File: src/source/bp_pkg.sv
`default_nettype none

package bp_pkg;

    // PC and branch target width
    localparam int addr_w = 32;

    // Byte offset within a 32-bit instruction word
    localparam int byte_off_bits = 2;

    // Fetch address out of reset
    localparam logic [addr_w-1:0] reset_pc = 32'h0000_0000;

    // Fall-through step to the next sequential instruction
    localparam logic [addr_w-1:0] inst_step = 32'd4;

    // 2-bit saturating direction counter, MSB gives the taken prediction
    typedef enum logic [1:0] {
        ctr_snt = 2'b00,
        ctr_wnt = 2'b01,
        ctr_wt  = 2'b10,
        ctr_st  = 2'b11
    } ctr_t;

    // Counters start just on the not-taken side
    localparam ctr_t ctr_reset = ctr_wnt;

endpackage

`default_nettype wire
File: src/source/global_prediction_top.sv
`timescale 1ns/1ns
`default_nettype none

module global_prediction_top #(
    parameter int hist_bits      = 4,
    parameter int btb_index_bits = 4,
    parameter int bcb_depth      = 4
) (
    input  wire                       clk,
    input  wire                       arst_n,
    input  wire                       ex_branch,
    input  wire                       pcsrc,
    input  wire [bp_pkg::addr_w-1:0]  ex_pc,
    input  wire [bp_pkg::addr_w-1:0]  branch_target,
    input  wire                       ex_jump,
    input  wire                       ex_hit,
    output logic [bp_pkg::addr_w-1:0] pc,
    output logic                      wrong,
    output logic                      unknown_taken,
    output logic                      hit
);

    import bp_pkg::*;

    // Predictor internals
    logic [hist_bits-1:0] history;
    logic                 taken;
    logic [addr_w-1:0]    pred_target;
    logic [addr_w-1:0]    recovery_pc;

    // Global outcome history
    global_branch_history #(.hist_bits(hist_bits)) u_gbh (
        .clk(clk), .arst_n(arst_n),
        .ex_branch(ex_branch), .pcsrc(pcsrc),
        .history(history)
    );

    // Direction counters indexed by history
    pattern_history_table #(.hist_bits(hist_bits)) u_pht (
        .clk(clk), .arst_n(arst_n),
        .ex_branch(ex_branch), .ex_jump(ex_jump), .pcsrc(pcsrc),
        .history(history), .taken(taken)
    );

    // Target lookup and install
    branch_target_buffer #(.btb_index_bits(btb_index_bits)) u_btb (
        .clk(clk), .arst_n(arst_n), .pc(pc),
        .ex_branch(ex_branch), .ex_jump(ex_jump), .pcsrc(pcsrc),
        .ex_pc(ex_pc), .branch_target(branch_target),
        .hit(hit), .pred_target(pred_target)
    );

    // In-flight predictions and misprediction detect
    branch_correction_buffer #(.bcb_depth(bcb_depth)) u_bcb (
        .clk(clk), .arst_n(arst_n), .pc(pc),
        .hit(hit), .taken(taken), .pred_target(pred_target),
        .ex_branch(ex_branch), .ex_hit(ex_hit), .pcsrc(pcsrc),
        .ex_jump(ex_jump), .unknown_taken(unknown_taken),
        .wrong(wrong), .recovery_pc(recovery_pc)
    );

    // Next PC select and fetch PC register
    fetch_pc_unit u_fpc (
        .clk(clk), .arst_n(arst_n),
        .ex_branch(ex_branch), .ex_hit(ex_hit), .pcsrc(pcsrc),
        .ex_jump(ex_jump), .branch_target(branch_target),
        .wrong(wrong), .recovery_pc(recovery_pc),
        .hit(hit), .taken(taken), .pred_target(pred_target),
        .pc(pc), .unknown_taken(unknown_taken)
    );

endmodule

`default_nettype wire

File: src/source/fetch_pc_unit.sv
`timescale 1ns/1ns
`default_nettype none

module fetch_pc_unit (
    input  wire                       clk,
    input  wire                       arst_n,
    input  wire                       ex_branch,
    input  wire                       ex_hit,
    input  wire                       pcsrc,
    input  wire                       ex_jump,
    input  wire [bp_pkg::addr_w-1:0]  branch_target,
    input  wire                       wrong,
    input  wire [bp_pkg::addr_w-1:0]  recovery_pc,
    input  wire                       hit,
    input  wire                       taken,
    input  wire [bp_pkg::addr_w-1:0]  pred_target,
    output logic [bp_pkg::addr_w-1:0] pc,
    output logic                      unknown_taken
);

    import bp_pkg::*;

    logic [addr_w-1:0] pc_q;
    logic [addr_w-1:0] next_pc;
    logic              resolve_redirect;

    // Taken branch that was never seen by the BTB at fetch
    assign unknown_taken = ex_branch && pcsrc && !ex_hit;

    // Execute stage overrides everything else
    assign resolve_redirect = ex_jump || unknown_taken;

    // Four-level next PC priority
    always_comb begin
        if (resolve_redirect) begin
            next_pc = branch_target;
        end else if (wrong) begin
            // Back onto the path that was not predicted
            next_pc = recovery_pc;
        end else if (hit && taken) begin
            next_pc = pred_target;
        end else begin
            next_pc = pc_q + inst_step;
        end
    end

    // Fetch PC register
    always_ff @(posedge clk or negedge arst_n) begin
        if (!arst_n) begin
            pc_q <= reset_pc;
        end else begin
            pc_q <= next_pc;
        end
    end

    assign pc = pc_q;

    // Targets and recovery addresses are all instruction aligned
    assert property (@(posedge clk) disable iff (!arst_n)
        pc_q[byte_off_bits-1:0] == '0);

endmodule

`default_nettype wire

File: src/source/branch_correction_buffer.sv
`timescale 1ns/1ns
`default_nettype none

module branch_correction_buffer #(
    parameter int bcb_depth = 4
) (
    input  wire                       clk,
    input  wire                       arst_n,
    input  wire [bp_pkg::addr_w-1:0]  pc,
    input  wire                       hit,
    input  wire                       taken,
    input  wire [bp_pkg::addr_w-1:0]  pred_target,
    input  wire                       ex_branch,
    input  wire                       ex_hit,
    input  wire                       pcsrc,
    input  wire                       ex_jump,
    input  wire                       unknown_taken,
    output logic                      wrong,
    output logic [bp_pkg::addr_w-1:0] recovery_pc
);

    import bp_pkg::*;

    localparam int ptr_w = (bcb_depth > 1) ? $clog2(bcb_depth) : 1;
    localparam int cnt_w = $clog2(bcb_depth + 1);

    // Queue payload of predicted direction and path not followed
    logic              dir_q [bcb_depth];
    logic [addr_w-1:0] alt_q [bcb_depth];

    logic [ptr_w-1:0] rd_ptr;
    logic [ptr_w-1:0] wr_ptr;
    logic [cnt_w-1:0] count;

    logic push;
    logic pop;
    logic redirect;

    // Pointer advance with wrap for any depth
    function automatic logic [ptr_w-1:0] ptr_inc(input logic [ptr_w-1:0] p);
        if (p == ptr_w'(bcb_depth - 1)) begin
            return '0;
        end
        return p + ptr_w'(1);
    endfunction

    // Oldest in-flight BTB hit resolves
    assign pop = ex_branch && ex_hit;

    // Resolution disagrees with the recorded direction
    assign wrong       = pop && (count != '0) && (pcsrc != dir_q[rd_ptr]);
    assign recovery_pc = alt_q[rd_ptr];

    // Any front-end redirect
    // Younger entries are wrong-path
    assign redirect = ex_jump || unknown_taken || wrong;

    // Record only predictions that actually reach the pipe
    assign push = hit && !redirect;

    always_ff @(posedge clk or negedge arst_n) begin
        if (!arst_n) begin
            rd_ptr <= '0;
            wr_ptr <= '0;
            count  <= '0;
        end else if (redirect) begin
            // Flush
            rd_ptr <= '0;
            wr_ptr <= '0;
            count  <= '0;
        end else begin
            if (push) begin
                wr_ptr <= ptr_inc(wr_ptr);
            end
            if (pop) begin
                rd_ptr <= ptr_inc(rd_ptr);
            end
            count <= count + cnt_w'(push) - cnt_w'(pop);
        end
    end

    // Alternate is fall-through when predicted taken, else the stored target
    always_ff @(posedge clk) begin
        if (push) begin
            dir_q[wr_ptr] <= taken;
            alt_q[wr_ptr] <= taken ? (pc + inst_step) : pred_target;
        end
    end

    // Pipeline keeps at most bcb_depth BTB hits in flight
    assert property (@(posedge clk) disable iff (!arst_n)
        (push && !pop) |-> (count != cnt_w'(bcb_depth)));

    // Every resolving BTB hit must have been recorded at fetch
    assert property (@(posedge clk) disable iff (!arst_n)
        pop |-> (count != '0));

endmodule

`default_nettype wire

File: src/source/branch_target_buffer.sv
`timescale 1ns/1ns
`default_nettype none

module branch_target_buffer #(
    parameter int btb_index_bits = 4
) (
    input  wire                       clk,
    input  wire                       arst_n,
    input  wire [bp_pkg::addr_w-1:0]  pc,
    input  wire                       ex_branch,
    input  wire                       ex_jump,
    input  wire                       pcsrc,
    input  wire [bp_pkg::addr_w-1:0]  ex_pc,
    input  wire [bp_pkg::addr_w-1:0]  branch_target,
    output logic                      hit,
    output logic [bp_pkg::addr_w-1:0] pred_target
);

    import bp_pkg::*;

    localparam int btb_depth = 2 ** btb_index_bits;
    // Tag is everything above index and byte offset
    localparam int tag_bits  = addr_w - btb_index_bits - byte_off_bits;
    localparam int idx_lo    = byte_off_bits;
    localparam int idx_hi    = byte_off_bits + btb_index_bits - 1;
    localparam int tag_lo    = byte_off_bits + btb_index_bits;

    // Entry storage
    logic                btb_valid  [btb_depth];
    logic [tag_bits-1:0] btb_tag    [btb_depth];
    logic [addr_w-1:0]   btb_target [btb_depth];

    // Fetch side fields
    logic [btb_index_bits-1:0] rd_idx;
    logic [tag_bits-1:0]       rd_tag;

    // Resolve side fields
    logic [btb_index_bits-1:0] wr_idx;
    logic [tag_bits-1:0]       wr_tag;
    logic                      install;

    assign rd_idx = pc[idx_hi:idx_lo];
    assign rd_tag = pc[addr_w-1:tag_lo];
    assign wr_idx = ex_pc[idx_hi:idx_lo];
    assign wr_tag = ex_pc[addr_w-1:tag_lo];

    // Combinational lookup with the fetch PC
    assign hit         = btb_valid[rd_idx] && (btb_tag[rd_idx] == rd_tag);
    assign pred_target = btb_target[rd_idx];

    // Taken branches and all jumps get an entry
    assign install = (ex_branch && pcsrc) || ex_jump;

    // Valid bits only, cleared on reset
    always_ff @(posedge clk or negedge arst_n) begin
        if (!arst_n) begin
            for (int i = 0; i < btb_depth; i++) begin
                btb_valid[i] <= 1'b0;
            end
        end else if (install) begin
            btb_valid[wr_idx] <= 1'b1;
        end
    end

    // Tag and target, overwrite whatever sits at this index
    always_ff @(posedge clk) begin
        if (install) begin
            btb_tag[wr_idx]    <= wr_tag;
            btb_target[wr_idx] <= branch_target;
        end
    end

    // A single instruction resolves per cycle
    assert property (@(posedge clk) disable iff (!arst_n)
        !(ex_branch && ex_jump));

endmodule

`default_nettype wire

File: src/source/pattern_history_table.sv
`timescale 1ns/1ns
`default_nettype none

module pattern_history_table #(
    parameter int hist_bits = 4
) (
    input  wire                 clk,
    input  wire                 arst_n,
    input  wire                 ex_branch,
    input  wire                 ex_jump,
    input  wire                 pcsrc,
    input  wire [hist_bits-1:0] history,
    output logic                taken
);

    import bp_pkg::*;

    // One counter per global history pattern
    localparam int pht_depth = 2 ** hist_bits;

    ctr_t ctr_mem [pht_depth];

    // One saturating step toward the resolved direction
    function automatic ctr_t ctr_step(input ctr_t cur, input logic up);
        ctr_t nxt;
        nxt = cur;
        if (up) begin
            if (cur != ctr_st) begin
                nxt = ctr_t'(cur + 2'd1);
            end
        end else begin
            if (cur != ctr_snt) begin
                nxt = ctr_t'(cur - 2'd1);
            end
        end
        return nxt;
    endfunction

    // Prediction straight from the counter MSB
    assign taken = ctr_mem[history][1];

    // Train with the history current at resolution, shift happens same edge
    always_ff @(posedge clk or negedge arst_n) begin
        if (!arst_n) begin
            for (int i = 0; i < pht_depth; i++) begin
                ctr_mem[i] <= ctr_reset;
            end
        end else if (ex_branch) begin
            ctr_mem[history] <= ctr_step(ctr_mem[history], pcsrc);
        end
    end

    // Taken outcome only comes with a resolving branch or jump
    assert property (@(posedge clk) disable iff (!arst_n)
        pcsrc |-> (ex_branch || ex_jump));

endmodule

`default_nettype wire

File: src/source/global_branch_history.sv
`timescale 1ns/1ns
`default_nettype none

module global_branch_history #(
    parameter int hist_bits = 4
) (
    input  wire                  clk,
    input  wire                  arst_n,
    input  wire                  ex_branch,
    input  wire                  pcsrc,
    output logic [hist_bits-1:0] history
);

    // Shift register of resolved conditional branch outcomes
    // Newest outcome enters at the LSB
    logic [hist_bits-1:0] hist_q;

    always_ff @(posedge clk or negedge arst_n) begin
        if (!arst_n) begin
            hist_q <= '0;
        end else if (ex_branch) begin
            // Only conditional branches move the pattern
            hist_q <= {hist_q[hist_bits-2:0], pcsrc};
        end
    end

    // New outcome reaches the PHT one cycle later
    assign history = hist_q;

endmodule

`default_nettype wire

File: config.mk
export PLATFORM = sky130hd
export DESIGN_NAME = global_prediction_top
export DESIGN_NICKNAME = d
export VERILOG_FILES = /design/src/source/bp_pkg.sv /design/src/source/global_prediction_top.sv /design/src/source/fetch_pc_unit.sv /design/src/source/branch_correction_buffer.sv /design/src/source/branch_target_buffer.sv /design/src/source/pattern_history_table.sv /design/src/source/global_branch_history.sv
export SDC_FILE = /design/constraint.sdc
export NUM_CORES = 1
export LEC_CHECK = 0
export ABC_AREA = 0
export BUFFER_PORTS_ARGS = -buffer_cell sky130_fd_sc_hd__buf_2
export CAP_MARGIN = 20
export CORE_MARGIN = 2
export CORE_UTILIZATION = 49
export CTS_CLUSTER_SIZE = 28
export DETAILED_ROUTE_END_ITERATION = 12
export SYNTH_ARGS = -nofsm -noshare
export SYNTH_HDL_FRONTEND = slang
export SYNTH_SLANG_ARGS = --single-unit
File: constraint.sdc
create_clock -name clk -period 10.33 [get_ports clk]
set_input_delay 3.099 -clock clk [delete_from_list [all_inputs] [get_ports clk]]
set_output_delay 3.099 -clock clk [all_outputs]
set_load 0.02 [all_outputs]
* Word level (Yosys, flattened, before mapping)
Memory sizes are Yosys's and may differ from the RTL's.
Index checks and enable logic that the tools add are counted.
** Cells by class
- Multiplexer cells :: 38
- Reductions and logical operators :: 19
- Bitwise logic cells :: 4
- Add/subtract/negate cells :: 7
- Order comparisons :: 5
- Equal/unequal tests :: 5
** Operator list (count)
- $mux 32 :: 4
- $add 32x3->32 const B :: 1
- $bwmux 32 :: 1
- $mux 2 :: 15
- $eq 26x26->1 :: 1
- $or 16x16->16 :: 1
- $ge 5x5->1 const B :: 3
- $not 4->5 :: 3
- $mux 1 :: 13
- $logic_and 1x1->1 :: 10
- $lt 5x1->1 const B :: 2
- $bmux 2 s4 :: 1
- $demux 2 s4 :: 1
- $add 2x1->2 const B :: 3
- $reduce_bool 2->1 :: 3
- $bmux 1 s4 :: 1
- $demux 1 s4 :: 1
- $eq 2x2->1 const B :: 2
- $add 3x1->3 :: 1
- $logic_or 1x1->1 :: 3
- $mux 3 :: 1
- $reduce_bool 3->1 :: 1
- $sub 3x1->3 :: 1
- $logic_not 1->1 :: 2
- 3 further kinds :: 3
** Storage, ports and cells
- Register bits after elaboration :: 91
- Memories :: 4
- Input port bits :: 70
- Memory bits (writable) :: 1060
- Logic and storage cells :: 119
- Output and inout port bits :: 35
** Memory list
- u_btb.btb_target :: depth 16, width 32, rd ports 1, clocked after memory_dff 0, wr ports 1, RTL line branch_target_buffer.sv:31 : logic [addr_w-1:0] btb_target [btb_depth];
- u_btb.btb_tag :: depth 16, width 26, rd ports 1, clocked after memory_dff 0, wr ports 1, RTL line branch_target_buffer.sv:30 : logic [tag_bits-1:0] btb_tag [btb_depth];
- u_bcb.alt_q :: depth 4, width 32, rd ports 1, clocked after memory_dff 0, wr ports 1, RTL line branch_correction_buffer.sv:29 : logic [addr_w-1:0] alt_q [bcb_depth];
- u_bcb.dir_q :: depth 4, width 1, rd ports 1, clocked after memory_dff 0, wr ports 1, RTL line branch_correction_buffer.sv:28 : logic dir_q [bcb_depth];

* Longest topological paths before layout
Gate-level depths: netlist of run 1.
- Depth in word-level cells :: 11
- Depth in mapped cells :: 19
- Depth with buffers taken out :: 14

* By module
From an unflattened synthesis of run 1, not the netlist that was laid out.
** Unflattened totals
- Cell total of the unflattened synthesis :: 2287
- Area, all modules :: 46468.3 µm²
** Modules (own cells, without submodules)
- branch_target_buffer :: cells an instance 1499, instances 1, sequential area each 28267.1 µm², area an instance 36147.2 µm²
- branch_correction_buffer :: cells an instance 390, instances 1, sequential area each 4139.0 µm², area an instance 6208.5 µm²
- fetch_pc_unit :: cells an instance 279, instances 1, sequential area each 800.8 µm², area an instance 2328.5 µm²
- pattern_history_table :: cells an instance 111, instances 1, sequential area each 820.8 µm², area an instance 1639.1 µm²
- global_branch_history :: cells an instance 8, instances 1, sequential area each 100.1 µm², area an instance 145.1 µm²

* Worst setup path after synthesis of run 1
OpenSTA, ideal clock, no wires.
- Kind :: input to register
- Start point :: input pcsrc
- End point :: register u_btb.btb_valid[14] (netlist name)
- Stages :: 4
- Arrival time :: 8.124 ns
- Path buffers :: 0
- Setup time :: 0.089 ns
- Path slack :: 2.117 ns
- Required time :: 10.241 ns
- Cell sequence :: a21oi_1 or3b_2 nor3_1 or2_2
** Between the ends
- Cells in the longest elaborated chain, start to end :: 2
** RTL lines
- from (decl) :: RTL line global_prediction_top.sv:12 : input wire pcsrc,
- $logic_and 1x1->1 :: RTL line branch_target_buffer.sv:52 : assign install = (ex_branch && pcsrc) || ex_jump;
- $logic_or 1x1->1 :: RTL line branch_target_buffer.sv:52
- to (signal, indexed assignment) :: RTL line branch_target_buffer.sv:58 : btb_valid[i] <= 1'b0;
- to (signal, indexed assignment) :: RTL line branch_target_buffer.sv:61 : btb_valid[wr_idx] <= 1'b1;
- to (decl) :: RTL line branch_target_buffer.sv:29 : logic btb_valid [btb_depth];
Every way passes these cells.
A chain may end at the register's enable or synchronous reset.

* Worst setup path after layout of run 1
- Start point :: register u_fpc.pc_q[2] (netlist: u_fpc.pc[2])
- End point :: output hit
** Between the ends
- Cells in the longest elaborated chain, start to end :: 5
- Elaborated cells on any way between the ends :: 7
- Those cells by class :: 1 x eq/ne; 3 x mux; 1 x bitwise; 1 x reduce/logical; 1 x memory
** RTL lines
- from (decl) :: RTL line fetch_pc_unit.sv:23 : logic [addr_w-1:0] pc_q;
- from (signal assigned) :: RTL line fetch_pc_unit.sv:50 : pc_q <= reset_pc;
- from (signal assigned) :: RTL line fetch_pc_unit.sv:52 : pc_q <= next_pc;
- parallel branches: the longest is 4 deep, another holds $mem_v2 16x26
- $logic_and 1x1->1 * :: RTL line branch_target_buffer.sv:48 : assign hit = btb_valid[rd_idx] && (btb_tag[rd_idx] == rd_tag);
- to (decl) :: RTL line global_prediction_top.sv:20 : output logic hit
Mark *: on every way between the ends. The select of a mux whose other input is x is not followed.

==> flow_summary.json, run 1 <==
{
  "drc_errors": 0,
  "numCtsBuffers": 116,
  "slew_headroom": 0.2215,
  "crit_family": "simple AND/OR/NAND/NOR gates",
  "ctsHoldBuffers": 0,
  "yosys_warnings": 0,
  "drive_above_1_share": 0.2825,
  "tightest_slew_ns": 1.165,
  "num_rows": 113,
  "min_period_ns": 8.574,
  "die_w_um": 312.7,
  "seq_area_frac_synth": 0.7309,
  "ys_ff_latch": 1151,
  "powerDensity_nw_per_um2": 213.7,
  "critPathLaunch": "u_fpc.pc[2]",
  "synth_ff_type": "edfxtp_1",
  "htreeDepth": 3,
  "slew_violations": 0,
  "cts.sinks": 1151,
  "grt_pass1_wl_mm": 173.7,
  "grt_overflow_total": 0,
  "max_cap_violations": 0,
  "startpoint_type": "flip-flop",
  "fmax_ghz": 0.1166,
  "final_nets": 2653,
  "clk_latency_ns": 0.70,
  "fill_cells": 7270,
  "num_vias": 24670,
  "grt_pass1_vias": 24630,
  "avgSynthCellArea_um2": 19.16,
  "clk_pin_slew_ns": 0.06,
  "synth_edf_count": 1060,
  "vias_per_cell": 6.266,
  "synth_cell_types": 77,
  "hold_start": "u_btb.btb_valid[4]",
  "dp_hpwl_mm": 67.92,
  "critPathKind": "reg2out",
  "final_common_cell": "edfxtp_1",
  "worstSetupEndpointType": "output port",
  "slowest_delay_ns": 0.90,
  "drtIter0Drc": 2834,
  "run_status": "completed",
  "syn2layout_area_growth_pct": 12.60,
  "syn_nets": 2516,
  "io_buffers": 102,
  "clk_path_buf_depth": 3,
  "setup_viol": 0,
  "cts_tree": "built",
  "ys_async_sr_fraction": 0.07906,
  "io_pins": 105,
  "r2r-start": "u_fpc.pc[2]",
  "skew_ns": 0.02426,
  "wire_per_inst_um": 30.50,
  "irDropWorstVdd_mv": 0.1398,
  "ctsResizeCount": 0,
  "cts-root-buf": "clkbuf_16",
  "dr.pass1.iters": 6,
  "most-common-layout-cells": "1060 x edfxtp_1, 275 x mux4_2, 139 x nand2_1, 119 x clkbuf_16, 101 x buf_2",
  "post-cts-setup-buffers": 0,
  "cp.required_ns": 7.23,
  "globalplace.congestion": 0.8882,
  "dieHeight_um": 312.7,
  "start_util": 0.4929,
  "rsz0062_at_grt": "no",
  "routed_wl_mm": 120.1,
  "total_power_uw": 11240,
  "antenna_found_initial": 9,
  "core_um2": 94730,
  "cp.buffers_inverters": 2,
  "antenna_left": 0,
  "hold_viol": 0,
  "dieArea_um2": 97780,
  "yosysTopAreaCellShare": 0.6817,
  "synth_cells": 2437,
  "grt_max_degree": 98,
  "p_leak_uw": 0.01701,
  "finalCritPeriodShare": 0.8300,
  "path_cells": "buf_4 > and2_1 > a22oi_1 > a32oi_1 > nand4b_1 > a21bo_2 > or4_1 > nor3_1 > buf_2",
  "setup_tns_ns": 0,
  "synth_area_leaders": "edfxtp_1 68%, mux4_2 13%, dfrtp_1 4.0%",
  "crit_arrival_ns": 5.48,
  "synth_area_leader_cell": "edfxtp_1",
  "grt_usage": 0.2471,
  "crit_slowest_cell": "and2_1",
  "crit_fanout": 31,
  "hp-class": "reg2reg",
  "synth_area_um2": 46690
}
## cell usage after synthesis, types with 5 or more instances
master    instances
edfxtp_1       1060
mux4_2          275
nand2_1         139
nor2_1          108
clkbuf_1         78
mux2_2           77
dfrtp_1          75
mux2i_1          64
a21oi_1          48
xnor2_1          32
buf_2            31
nor4_1           29
or4_1            25
or2_2            24
a22oi_1          23
nand3_1          21
inv_1            20
buf_1            19
nand4_1          19
o21ai_0          19
o211ai_1         18
nor3_1           17
o22ai_1          17
dfstp_2          16
a31oi_1          14
or3_1            13
nand2b_1         12
xor2_1           12
and3_1           11
buf_4            10
o31a_1           10
nand3b_1          9
ha_1              8
nor2b_1           8
and2_1            6
a22o_1            5
## report_power, final
part | switching, µW | internal, µW | total [µW]
sequential | 155 | 5390 | 5540
clock | 1720 | 2450 | 4170
combinational | 897 | 627 | 1520
## metrics by stage
| step | setup WS (ns) | util | hold WS (ns) | area, µm² | cells |
|---|---|---|---|---|---|
| floorplan | 2.117 | - | 0.4337 | 46690 | 2437 |
| global placement | 2.565 | 0.5145 | 0.4471 | 48740 | 3718 |
| detailed placement | 2.528 | 0.5145 | 0.4476 | 48740 | 3718 |
| CTS | 1.759 | 0.5546 | 0.4700 | 52530 | 3931 |
| global route | 1.295 | 0.5550 | 0.4808 | 52570 | 3936 |
| finish | 1.756 | 0.5550 | 0.4720 | 52580 | 3937 |
## cell families (layout without fill, tap and decap cells)
group | after synthesis | count (layout) | share of synthesized area
AOI/OAI and AO/OA | 195 | 195 | 0.02865
xor gates and xnor gates | 44 | 44 | 0.008253
adders and majority gates | 9 | 9 | 0.002573
buffers and inverters | 164 | 396 | 0.01546
DFF | 1151 | 1151 | 0.7309
muxes | 416 | 416 | 0.1649
other | 0 | 3 | 0
and+or+nand+nor | 458 | 458 | 0.04925
## final timing paths
| kind | end | slack, ns | cells after the start |
|---|---|---|---|
| max | hit | 1.76 | 9 |
| min reg2reg | u_btb.btb_valid[4] | 0.47 | 1 |
| min | u_btb.btb_valid[4] | 0.47 | 1 |
| max reg2reg | u_bcb.alt_q[2][28] | 4.45 | 9 |
| max in group asynchronous | u_fpc.pc[4] | 6.62 | 2 |
| min in group asynchronous | u_pht.ctr_mem[29] | 2.36 | 1 |
## worst register-to-register path, stage by stage, from the launching register on
cell and delay [ns]:
dfrtp_4 0.85, buf_4 0.65, and2_1 0.92, a22oi_1 0.28, a32oi_1 0.31, nand4b_1 0.23
a21bo_2 0.29, or4_1 0.56, nor3_1 0.37, and3_2 0.99
## sequential cells by signal, indices dropped and copies added (netlist names)
name and cells:
u_btb.btb_tag 416, u_bcb.rd_ptr 2, u_bcb.count 3, u_fpc.pc 32, u_btb.btb_valid 16, u_pht.ctr_mem 32, u_gbh.history 4, u_bcb.alt_q 128
u_bcb.wr_ptr 2, u_bcb.dir_q 4, u_btb.btb_target 512
## cell type report
type	instances	area, µm²	area share
inverter	22	83.83	0.001594
tap	1265	1583	0.03010
clock buffer	152	3142	0.05976
antenna	3	7.507	0.0001428
clock inverter	61	653.1	0.01242
sequential	1151	34140	0.6494
timing repair buffer	161	993.5	0.01890
multi-input combinational	1122	11970	0.2277
## per-layer routing
metal / track usage / routed length (µm) / vias up
met5: 0 / 42 / -
met4: 0.07210 / 2936 / 6
met3: 0.04049 / 9218 / 179
met2: 0.3874 / 57160 / 1038
met1: 0.3623 / 50720 / 13220
li1: - / - / 10220
(Power assumes the default switching activity.)
==> run 2: changes to the inputs <==
- clock period: 10.33 -> 8.5 ns (I/O delays scaled with it)
==> run 2 against run 1 <==
  * Non-clock buffer count shrank 4
  * Design area fell by 0.25%
  * Core utilization down 0.14 points
  * Sequential share of layout area is 0.16 points higher
  * Via count decreased by 0.95%
  * Combinational power is 21% higher
  * Sequential power up 21%
  * Clock skew rose by 0.0044 ns
  * Critical path depth is the same
  * Die area did not move
  * Worst hold slack got worse by 0.0074 ns
  * Critical endpoint unchanged
  * Highest routed layer unchanged
==> flow_summary.json, run 2 (same netlist as run 1, synthesis figures left out) <==
{
  "globalplace.congestion": 0.9316,
  "hold_viol": 0,
  "slew_violations": 0,
  "most-common-layout-cells": "1060 x edfxtp_1, 275 x mux4_2, 139 x nand2_1, 120 x clkbuf_16, 101 x buf_2",
  "r2r-start": "u_fpc.pc[2]",
  "drc_errors": 0,
  "dp.cells": 3715,
  "r2r_slack_ns": 3.09,
  "crit_arrival_ns": 4.95,
  "setup_viol": 0,
  "clk_path_buf_depth": 3,
  "r2r-end": "u_fpc.pc[3]",
  "antenna_found_initial": 6,
  "final_cell_area_um2": 52440,
  "grt_max_degree": 76,
  "startpoint_type": "flip-flop",
  "start_util": 0.4929,
  "power_switching_share": 0.2495,
  "drtIter0Drc": 2775,
  "powerDensity_nw_per_um2": 256.4,
  "p_seq_frac": 0.501,
  "total_power_uw": 13450,
  "irDropWorstVdd_mv": 0.1811,
  "core_um2": 94730,
  "max_cap_violations": 0,
  "grt_pass1_wl_mm": 173.1,
  "grt_pass1_vias": 24870,
  "p_leak_uw": 0.01694,
  "r2r_cells": 9,
  "cp.required_ns": 5.95,
  "top_register": "u_btb.btb_target",
  "run_status": "completed",
  "rsz0062_at_grt": "no",
  "io_pins": 105,
  "whs_path_depth": 1,
  "grt_overflow_total": 0,
  "placed_area_um2": 48780,
  "cts.sinks": 1151,
  "grt_usage": 0.2455,
  "cts_tree": "built",
  "fmax_ghz": 0.1333,
  "fin_cells": 3935,
  "p_sw_uw": 3356,
  "setup_tns_ns": 0,
  "post-cts-setup-buffers": 0,
  "biggestRegsByFlops": "u_btb.btb_target: 512 flops, u_btb.btb_tag: 416 flops, u_bcb.alt_q: 128 flops",
  "dr.pass1.iters": 5,
  "clk_pin_slew_ns": 0.06,
  "critPathKind": "reg2out",
  "p_comb_frac": 0.137,
  "skew_ns": 0.02868,
  "io_buffers": 102,
  "slew_headroom": 0.2747,
  "intPower_uw": 10090,
  "routed_wl_mm": 118.8,
  "crit_slowest_cell": "dfrtp_4",
  "antenna_left": 0,
  "tightest_slew_ns": 1.088,
  "clk_latency_ns": 0.70,
  "dp_hpwl_mm": 67.59,
  "hold_start": "u_btb.btb_valid[9]",
  "dieHeight_um": 312.7,
  "vias_per_cell": 6.210,
  "ctsResizeCount": 0,
  "path_cells": "buf_12 > mux4_2 > mux2i_1 > nor2_1 > a211oi_1 > a31o_2 > nand4b_1 > nor3_1 > buf_2",
  "worstSetupEndpointType": "output port",
  "die_w_um": 312.7,
  "largest_reg_flops": 512,
  "drive_above_1_share": 0.2801,
  "ctsHoldBuffers": 0,
  "num_rows": 113,
  "hp-class": "reg2reg",
  "final_common_cell": "edfxtp_1",
  "syn2layout_area_growth_pct": 12.32,
  "hold_end": "u_btb.btb_valid[9]",
  "crit_fanout": 46,
  "diodes": 0,
  "finalCritPeriodShare": 0.8825,
  "dieArea_um2": 97780,
  "final_nets": 2651,
  "htreeDepth": 3,
  "min_period_ns": 7.501,
  "slowest_delay_ns": 0.98,
  "num_vias": 24440,
  "wire_per_inst_um": 30.18,
  "cts-root-buf": "clkbuf_16",
  "numCtsBuffers": 118,
  "fin_util": 0.5536,
  "clock_power_share": 0.363
}
-- run 2: cell count changes in the layout (fill, tap and decap cells not counted), sizes merged --
cell,change
clkinv,+10
buf,-4
clkbuf,+3
bufinv,-8
diode,-3
-- run 2: per-stage QoR --
stage                     hold WS [ns]  setup WS [ns]
after global routing            0.4904         0.7587
after floorplan                 0.4337         0.8360
after detailed placement        0.4495          1.727
after CTS                       0.4653         0.9773
after global placement          0.4464          1.701
final                           0.4646         0.9988
-- run 2: power groups by stage --
stage	Combinational, µW	Sequential, µW	Clock (µW)
floorplan	1270	6750	0
global placement	1800	6840	0
detailed placement	1840	6850	0
CTS	1840	6730	4960
global route	1970	6750	5180
finish	1840	6730	4880
-- run 2: final cells by class --
| cell class | count | area (µm²) |
|---|---|---|
| well taps | 1265 | 1583 |
| repair buffers | 157 | 1021 |
| multi-input cells | 1122 | 11970 |
| clock buffers | 155 | 3204 |
| inverters | 22 | 83.83 |
| clock inverters | 63 | 439.2 |
| fillers | 7301 | 42280 |
| flip-flops and latches | 1151 | 34140 |
-- run 2: worst max-delay path by stage --
| stage | startpoint | endpoint | slack, ns | depth (start not counted) |
|---|---|---|---|---|
| floorplan | pcsrc | u_btb.btb_valid[14] | 0.84 | 4 |
| global placement | ex_branch | wrong | 1.70 | 4 |
| detailed placement | ex_branch | wrong | 1.73 | 4 |
| CTS | u_fpc.pc[2] | hit | 0.98 | 8 |
| global route | u_fpc.pc[2] | hit | 0.76 | 8 |
| finish | u_fpc.pc[2] | hit | 1.0 | 9 |
-- run 2: critical path, delay by kind of cell, from the launching register on --
family	cells	cell delay, ns
buf+inv	2	0.72
mux	2	1.05
flops	1	0.98
compound gates	2	0.70
simple gates	3	0.70
-- run 2: layer usage --
layer | vias to the layer above | share of wire | GRT usage
li1 | 10220 | - | -
met1 | 13070 | 0.43 | 0.3560
met2 | 975 | 0.49 | 0.3943
met3 | 170 | 0.068 | 0.04347
met4 | 4 | 0.020 | 0.05492
met5 | - | 0.00023 | 0
